===== config.mk =====
export PLATFORM = sky130hd
export DESIGN_NAME = gpio_lite
export DESIGN_NICKNAME = d
export VERILOG_FILES = /design/src/hdl/gpio_lite_pkg.sv /design/src/hdl/gpio_lite.sv /design/src/hdl/gpio_lite_in_sync.sv /design/src/hdl/gpio_lite_regs.sv
export VERILOG_INCLUDE_DIRS = /design/src /design/src/hdl
export SDC_FILE = /design/constraint.sdc
export NUM_CORES = 1
export LEC_CHECK = 0
export BUFFER_PORTS_ARGS = -buffer_cell sky130_fd_sc_hd__buf_2
export CORE_ASPECT_RATIO = 0.9
export CORE_MARGIN = 2
export CORE_UTILIZATION = 50
export DETAILED_ROUTE_END_ITERATION = 10
export PLACE_DENSITY = 0.79
export SETUP_SLACK_MARGIN = 0.4
export SLEW_MARGIN = 20
export SYNTH_ARGS = -nofsm -noshare
export SYNTH_HDL_FRONTEND = slang
export SYNTH_SLANG_ARGS = --single-unit
export TNS_END_PERCENT = 20

===== constraint.sdc =====
create_clock -name pclk13 -period 1.59 [get_ports pclk13]
set_clock_uncertainty 0.15 [all_clocks]
set_input_delay 0.318 -clock pclk13 [delete_from_list [all_inputs] [get_ports pclk13]]
set_output_delay 0.318 -clock pclk13 [all_outputs]
set_load 0.01 [all_outputs]

===== src/hdl/gpio_lite_cfg.svh =====
/* gpio_lite configuration macros
   pin count, address width, register map, reset values */

`ifndef GPIO_LITE_CFG_SVH
`define GPIO_LITE_CFG_SVH

// --------------------
// sizes
`define GPIO_LITE_WIDTH    16             // pins, one register bit each
`define GPIO_LITE_ADDR_W   6              // apb register address bits

// --------------------
// register offsets
`define GPIO_LITE_REG_DIR  6'h04          // direction, 1 = input
`define GPIO_LITE_REG_OE   6'h08          // output enable
`define GPIO_LITE_REG_OUT  6'h0C          // output value
`define GPIO_LITE_REG_IN   6'h10          // synchronized input, read only
`define GPIO_LITE_REG_INT  6'h20          // interrupt status, read clears

// --------------------
// reset values
`define GPIO_LITE_RST_DIR  {`GPIO_LITE_WIDTH{1'b0}}  // all outputs
`define GPIO_LITE_RST_OE   {`GPIO_LITE_WIDTH{1'b0}}  // all pins tristated
`define GPIO_LITE_RST_OUT  {`GPIO_LITE_WIDTH{1'b0}}  // drive low once enabled

`endif


===== src/hdl/gpio_lite_pkg.sv =====
/* gpio_lite shared types
   per-pin word and register address */

`include "gpio_lite_cfg.svh"

package gpio_lite_pkg;

  // --------------------
  // word types

  // one bit per pin, used for data, pins and registers
  typedef logic [`GPIO_LITE_WIDTH-1:0] gpio_word_t;

  // register offset on the apb port
  typedef logic [`GPIO_LITE_ADDR_W-1:0] gpio_addr_t;

endpackage : gpio_lite_pkg


===== src/hdl/gpio_lite.sv =====
/* gpio_lite top level
   wires the pin synchronizer to the register block */

`timescale 1ns/10ps

module gpio_lite
  import gpio_lite_pkg::*;
(
  input  logic       pclk13,            // apb clock
  input  logic       n_reset13,         // async reset, active low
  // apb slave
  input  logic       psel,
  input  logic       penable,
  input  logic       pwrite,
  input  gpio_addr_t paddr,
  input  gpio_word_t pwdata,
  output gpio_word_t prdata,
  // pins
  input  gpio_word_t pin_in,            // from pads
  input  gpio_word_t tri_state_enable,  // test, all pins to Z
  output gpio_word_t pin_out,           // to pads
  output gpio_word_t pin_oe_n,          // pad enable, low active
  output logic       irq                // pin change interrupt
);

  // --------------------
  // input path to registers
  gpio_word_t pin_val;                  // synchronized pins
  gpio_word_t pin_rise;                 // edge flags

  gpio_lite_in_sync u_in_sync (
    .pclk13    (pclk13),
    .n_reset13 (n_reset13),
    .pin_in    (pin_in),
    .pin_val   (pin_val),
    .pin_rise  (pin_rise)
  );

  // --------------------
  // register block
  gpio_lite_regs u_regs (
    .pclk13           (pclk13),
    .n_reset13        (n_reset13),
    .psel             (psel),
    .penable          (penable),
    .pwrite           (pwrite),
    .paddr            (paddr),
    .pwdata           (pwdata),
    .pin_val          (pin_val),
    .pin_rise         (pin_rise),
    .tri_state_enable (tri_state_enable),
    .prdata           (prdata),
    .pin_out          (pin_out),
    .pin_oe_n         (pin_oe_n),
    .irq              (irq)
  );

endmodule : gpio_lite


===== src/hdl/gpio_lite_in_sync.sv =====
/* gpio_lite pin input path
   two-flop synchronizer, input value register, rising edge detect */

`timescale 1ns/10ps

module gpio_lite_in_sync
  import gpio_lite_pkg::*;
(
  input  logic       pclk13,        // apb clock
  input  logic       n_reset13,     // async reset, active low
  input  gpio_word_t pin_in,        // raw pins, asynchronous to pclk13
  output gpio_word_t pin_val,       // input value register
  output gpio_word_t pin_rise       // one cycle per rising edge
);

  // --------------------
  // synchronizer stages
  gpio_word_t sync_one;             // first stage, may go metastable
  gpio_word_t sync_two;             // second stage, settled

  always_ff @(posedge pclk13 or negedge n_reset13)
  begin : p_sync
    if (!n_reset13)
    begin
      sync_one <= '0;
      sync_two <= '0;
    end
    else
    begin
      sync_one <= pin_in;           // catch the pin
      sync_two <= sync_one;         // let it settle
    end
  end : p_sync

  // --------------------
  // input value register

  // one more stage, this is what IN reads back and the
  // reference for edge detection
  always_ff @(posedge pclk13 or negedge n_reset13)
  begin : p_in_val
    if (!n_reset13)
    begin
      pin_val <= '0;
    end
    else
    begin
      pin_val <= sync_two;
    end
  end : p_in_val

  // --------------------
  // rising edge

  // new sample high, registered value still low
  assign pin_rise = sync_two & ~pin_val;

endmodule : gpio_lite_in_sync


===== src/hdl/gpio_lite_regs.sv =====
/* gpio_lite register block
   apb decode, dir/oe/out registers, read mux, int status, pin drive */

`timescale 1ns/10ps
`include "gpio_lite_cfg.svh"

module gpio_lite_regs
  import gpio_lite_pkg::*;
(
  input  logic       pclk13,            // apb clock
  input  logic       n_reset13,         // async reset, active low
  input  logic       psel,              // apb select
  input  logic       penable,           // apb access phase
  input  logic       pwrite,            // 1 = write
  input  gpio_addr_t paddr,             // register offset
  input  gpio_word_t pwdata,            // write data
  input  gpio_word_t pin_val,           // synchronized pins
  input  gpio_word_t pin_rise,          // rising edge per pin
  input  gpio_word_t tri_state_enable,  // test, forces pins to Z
  output gpio_word_t prdata,            // read data, access phase only
  output gpio_word_t pin_out,           // value to pins
  output gpio_word_t pin_oe_n,          // output enable to pins, low active
  output logic       irq                // any status bit set
);

  // --------------------
  // apb strobes
  logic rd_strobe;                      // setup phase of a read
  logic wr_strobe;                      // access phase of a write

  // read data is registered at end of setup so it is ready
  // during the access phase with no wait state
  assign rd_strobe = psel & ~penable & ~pwrite;
  assign wr_strobe = psel & penable & pwrite;

  // --------------------
  // address decode
  logic ad_dir;
  logic ad_oe;
  logic ad_out;
  logic ad_int;

  assign ad_dir = (paddr == `GPIO_LITE_REG_DIR);
  assign ad_oe  = (paddr == `GPIO_LITE_REG_OE);
  assign ad_out = (paddr == `GPIO_LITE_REG_OUT);
  assign ad_int = (paddr == `GPIO_LITE_REG_INT);

  // --------------------
  // writable registers
  gpio_word_t dir_mode;                 // 1 = input, 0 = output
  gpio_word_t out_en;                   // 1 = drive the pin
  gpio_word_t out_val;                  // value driven

  always_ff @(posedge pclk13 or negedge n_reset13)
  begin : p_write
    if (!n_reset13)
    begin
      dir_mode <= `GPIO_LITE_RST_DIR;
      out_en   <= `GPIO_LITE_RST_OE;
      out_val  <= `GPIO_LITE_RST_OUT;
    end
    else if (wr_strobe)
    begin
      if (ad_dir)
      begin
        dir_mode <= pwdata;
      end
      if (ad_oe)
      begin
        out_en <= pwdata;
      end
      if (ad_out)
      begin
        out_val <= pwdata;
      end
    end
  end : p_write

  // --------------------
  // interrupt status
  gpio_word_t int_status;
  gpio_word_t int_set;                  // edges on input pins
  gpio_word_t int_clr;                  // read of INT clears all bits

  assign int_set = pin_rise & dir_mode; // output-mode pins never flag
  assign int_clr = {`GPIO_LITE_WIDTH{rd_strobe & ad_int}};

  // set wins over a clear in the same cycle, so an edge landing
  // on the read is kept for the next one
  always_ff @(posedge pclk13 or negedge n_reset13)
  begin : p_int
    if (!n_reset13)
    begin
      int_status <= '0;
    end
    else
    begin
      int_status <= (int_status & ~int_clr) | int_set;
    end
  end : p_int

  assign irq = |int_status;             // level, no extra flop

  // --------------------
  // read path
  gpio_word_t rd_mux;

  always_comb
  begin : p_rd_mux
    case (paddr)
      `GPIO_LITE_REG_DIR: rd_mux = dir_mode;
      `GPIO_LITE_REG_OE:  rd_mux = out_en;
      `GPIO_LITE_REG_OUT: rd_mux = out_val;
      `GPIO_LITE_REG_INT: rd_mux = int_status;  // value before the clear
      `GPIO_LITE_REG_IN:  rd_mux = pin_val;
      default:            rd_mux = pin_val;     // unmapped reads the pins
    endcase
  end : p_rd_mux

  always_ff @(posedge pclk13 or negedge n_reset13)
  begin : p_rdata
    if (!n_reset13)
    begin
      prdata <= '0;
    end
    else if (rd_strobe)
    begin
      prdata <= rd_mux;
    end
    else
    begin
      prdata <= '0;                     // zero outside a read access
    end
  end : p_rdata

  // --------------------
  // pin drive
  assign pin_out = out_val;

  // low only for an enabled output pin not held off by test
  assign pin_oe_n = ~(out_en & ~dir_mode) | tri_state_enable;

endmodule : gpio_lite_regs


After elaboration in Yosys (flattened, before gate mapping)
Index checks and enable logic that the tools add are counted.
Widths: inputs -> output; s select.
- bits in registers: 128
- bits in latches: 0
- memory bits (writable): 0
- memory bits (read-only): 0
- input bits: 59
- output and inout port bits: 49
- logic and storage cells: 35
- memories kept: 0
- add/sub/neg operators: 0
- multipliers: 0
- divide/modulo/power cells: 0
- order comparisons: 0
- equality and inequality tests: 4
- shifts and indexed selects: 0
- mux-type cells: 2
- bitwise logic cells: 17
- reductions and logical operators: 4
- operators with widths (operator ; count):
    $and 16x16->16 ; 4
    $not 16->16 ; 4
    $pmux 16 s4 ; 1
    $or 16x16->16 ; 2
    $mux 16 ; 1
    $reduce_or 16->1 ; 1
    $eq 6x4->1 const B ; 2
    $eq 6x3->1 const B ; 1
    $eq 6x6->1 const B ; 1
    $reduce_and 2->1 ; 3
    $and 1x1->1 ; 5
    $not 1->1 ; 2

Logic depth before layout (Yosys ltp)
- depth after elaboration: 7
- depth in mapped cells: 6
- depth with buffers taken out: 3

Cells and area by module
A second synthesis with hierarchy kept.
- cell total of the unflattened synthesis: 358
- area total of the unflattened synthesis: 5112.4 um^2
- modules (own cells, without submodules) (module ; instances ; cells each ; area each (um^2) ; seq. area each (um^2)):
    gpio_lite_regs ; 1 ; 294 ; 3691.0 ; 2001.9
    gpio_lite_in_sync ; 1 ; 64 ; 1421.4 ; 1201.2

Worst setup path before layout
No wires, ideal clock.
- kind: input -> register
- start point: in paddr[4]
- end point: reg u_regs.dir_mode[10]
- setup time: 0.125 ns
- arrival: 1.705 ns
- required time: 1.315 ns
- slack: -0.390 ns
- stages: 4
- path buffers: 1
- cell sequence: or3_4 nor4b_4 buf_6 mux2_2
- word-level cells in the longest chain between the ends: 2
- RTL lines (what ; line ; source):
    start: declaration ; gpio_lite.sv:15 ; input gpio_addr_t paddr,
    $eq 6x3->1 (no line) ; n/a ;
    $reduce_and 2->1 (no line) ; n/a ;
    end signal: assignment ; gpio_lite_regs.sv:58 ; dir_mode <= `GPIO_LITE_RST_DIR;
    end signal: assignment ; gpio_lite_regs.sv:66 ; dir_mode <= pwdata;
    end: declaration ; gpio_lite_regs.sv:50 ; gpio_word_t dir_mode;
Every way passes these cells.
A chain may end at the register's enable or synchronous reset.

Final worst setup path
- start point: reg u_regs.int_status[14]
- end point: out irq
- word-level cells in the longest chain between the ends: 1
- RTL lines (what ; line ; source):
    start: declaration ; gpio_lite_regs.sv:81 ; gpio_word_t int_status;
    start signal: assignment ; gpio_lite_regs.sv:98 ; int_status <= (int_status & ~int_clr) | int_set;
    $reduce_or 16->1 ; gpio_lite_regs.sv:102 ; assign irq = |int_status;
    end: declaration ; gpio_lite.sv:23 ; output logic irq
Every way passes these cells.

==> results.tsv <==
stage	metric	value	unit
die	rows	34	
setup_path	path_cells	nor4_2 > nand4_1 > buf_2	
die	die-area	0.01057	mm2
power	p_seq_frac	0.439	
placement	port_buffers	107	
grt	grt_first_pass_wirelength	23760	um
detailed_routing	wl_per_cell	24.71	um
die	dieWidth	108.1	um
grt	grt_max_degree	44	
setup_path	r2r_end	u_regs.prdata[7]	
detailed_routing	drt_first_pass_iters	8	
setup_path	worstSetupEndpoint	irq	
sta	holdWs	0.09894	ns
sta	setup_violations	23	
setup_path	path_max_fanout	3	
status	violations	negative setup slack	
power	power_density	1063	mW/mm2
synthesis	synth-seq-cells	128	
clock_network	cts_inserted_buffers	17	
detailed_routing	ant_nets	0	
synthesis	synth-seq-area-share	0.6564	
grt	antenna_found_initial	1	
setup_path	rrSetupSlack	-0.24	ns
power	switching_share	0.2714	
detailed_routing	drc	0	
power	p_leak	3.641	nW
synthesis	async_reset_ff_frac	1.000	
synthesis	synth_area	0.004880	mm2
flow_run	drv_cap	0	
detailed_routing	wirelength	16830	um
power	netSwitchingPower	2.201	mW
setup_path	worstSetupPathType	flip-flop to primary output	
grt	track_usage	0.3060	
clock_network	worstSkewPairLatency	0.52	ns
detailed_routing	avgViaCountPerCell	5.966	
clock_network	clk_path_buf_depth	2	
placement	hpwl	7880	um
synthesis	synth_edf_count	0	
synthesis	syn_avg_cell_area	15.69	um2
power	peakVddDrop	970.1	uV
sta	tightest_slew	0.8252	ns
synthesis	yosysWarnings	0	
layout	num-nets-final	600	
clock_network	cts_tree	done	
synthesis	syn_nets	370	
sta	period_needed	2.174	ns
setup_path	slowest_stage	dfrtp_1	
setup_path	cp.depth	3	
sta	postLayoutSetupSlackWorst	-0.5843	ns
die	coreArea	0.009572	mm2
sta	post-route-period-util	1.367	
setup_path	critPathLaunchType	flip-flop	
clock_network	cts_max_level	4	
grt	grt_pass1_vias	4263	
synthesis	ys_types	28	
synthesis	synth_ff_type	dfrtp_1	
placement	gp_congestion	0.7956	
power	clockPowerShare	0.454	
setup_path	startpoint	u_regs.int_status[14]	
grt	gr-total-overflow	0	
power	internal-power	5.910	mW
setup_path	cp_top_family	simple AND/OR/NAND/NOR gates	
setup_path	slowest_delay	0.43	ns
sta	hold_violations	0	
synthesis	synthCells	311	
layout	drive_above_1_share	0.5758	
setup_path	timing.rr.start	u_regs.dir_mode[7]	
clock_network	cts.sinks	128	
setup_path	cp-end-kind	primary output	
sta	rsz0062_at_grt	true	
sta	relSlewSlack	0.4492	
layout	syn_to_final_growth	56.36	%
detailed_routing	drt_iter0_drc	338	
die	start_util	0.5098	
sta	slew_violations	0	
layout	utilization	0.7971	
die	pin_count	108	
setup_path	critPathBufInv	1	
detailed_routing	via_count	4063	
power	p_comb_frac	0.107	
die	die_h	97.72	um
clock_network	path_clk_slew	0.07	ns
setup_path	r2r_cells	6	
status	status	complete, but fails checks	
clock_network	cts_root_buf	clkbuf_8	
min_path	hold_class	input port to asynchronous set/reset pin	
sta	fmax	459.9	MHz
setup_path	cp.required	1.12	ns
setup_path	cp.arrival	1.71	ns
worst register-to-register path, delay by kind of cell, from the launching register on:
family,cells,cell delay [ns]
buffers and inverters,3,0.35
AOI/OAI and AO/OA,2,0.48
DFF,1,0.43
muxes,1,0.27
worst min-delay path by stage:
stage / depth (start not counted) / endpoint / slack [ns]
finish: 2 / u_in_sync.sync_one[9] / 0.1
global route: 2 / u_regs.pin_out[9] / 0.12
CTS: 2 / u_in_sync.sync_one[9] / 0.1
detailed placement: 1 / u_in_sync.pin_val[6] / 0.10
global placement: 1 / u_in_sync.sync_one[15] / 0.10
floorplan: 0 / u_in_sync.pin_val[0] / -0.13
cells by family (layout without fill, tap and decap cells):
family | after synthesis | count (layout) | share of synthesized area
flops | 128 | 128 | 0.6564
compound gates | 50 | 50 | 0.09333
other cells | 0 | 1 | 0
buf+inv | 15 | 258 | 0.01718
simple gates | 54 | 54 | 0.08538
mux | 64 | 64 | 0.1477
timing repair:
action | 4_1_cts | 5_1_grt
setup buffers | 36 | 16
hold buffers | 33 | 0
endpoints found under the hold margin | 192 | 0
pin swaps | 53 | 24
setup endpoints to repair | 113 | 129
resized for setup | 91 | 24
power by group through the flow:
stage | Combinational (mW) | Clock [mW] | Sequential (mW)
floorplan | 0.225 | 0 | 3.57
global placement | 0.526 | 0 | 3.59
detailed placement | 0.545 | 0 | 3.60
CTS | 0.774 | 3.61 | 3.53
global route | 0.919 | 3.85 | 3.57
finish | 0.870 | 3.68 | 3.56
routing by layer:
layer | vias to the layer above | GRT usage | wire length, um
li1 | 1649 | - | -
met1 | 2082 | 0.3958 | 6573
met2 | 271 | 0.4848 | 8376
met3 | 61 | 0.07311 | 1246
met4 | 0 | 0.1548 | 631
met5 | - | 0 | 0
area by class of cell:
class	instances	area, um2
Antenna cell	1	2.502
Clock buffer	17	414.1
Clock inverter	15	137.6
Fill cell	478	1942
Inverter	1	3.754
Multi-Input combinational cell	168	1901
Sequential cell	128	3203
Tap cell	126	157.7
Timing Repair Buffer	225	1810
metrics by stage:
step                      instances  setup slack (ns)  TNS, ns  cell area, um2  power [mW]
after floorplan                 311           -0.3898   -17.66            4910       3.798
after global placement          563           -0.4044   -24.05            5878       4.112
after detailed placement        563           -0.4402   -25.62            5878       4.140
after CTS                       664           -0.5690   -5.253            7410       7.916
after global routing            681           -0.5619   -7.005            7630       8.333
final                           681           -0.5843   -6.181            7630       8.111
synth_stat cells (2+ instances only):
cell | number | area, um2
clkbuf_1 | 6 | 22.52
buf_4 | 2 | 15.01
dfrtp_1 | 128 | 3203
nor4_1 | 4 | 25.02
a222oi_1 | 15 | 150.1
buf_2 | 4 | 20.02
mux2_2 | 64 | 720.7
buf_6 | 2 | 22.52
nand4_1 | 2 | 12.51
nor4bb_1 | 2 | 20.02
nand2_1 | 17 | 63.81
o2bb2ai_1 | 32 | 280.3
or3b_2 | 17 | 148.9
nor3b_1 | 2 | 15.01
flip-flops by register name, indices dropped and copies added, names as in the netlist:
name and count:
u_in_sync.pin_val 16, u_in_sync.sync_one 16, u_in_sync.sync_two 16, u_regs.dir_mode 16, u_regs.int_status 16, u_regs.out_en 16
u_regs.pin_out 16, u_regs.prdata 16
layout by cell type (no fill, tap or decap), drive strengths merged:
cell and n:
nand4 2, or3 2, a211oi 1, dlygate4sd3 33
nor4b 1, nand3 1, clkbuf 17, clkinvlp 3
nor3b 3, buf 192, nand2 17, inv 12
nor3 2, clkinv 1, nor2b 1, diode 1
mux2 64, nor4 5, a31oi 1, nor4bb 2
o2bb2ai 32, or3b 17, o21ai 1, a222oi 15
dfrtp 128, nand4b 1
No activity file was read; power rests on OpenSTA's default activity.
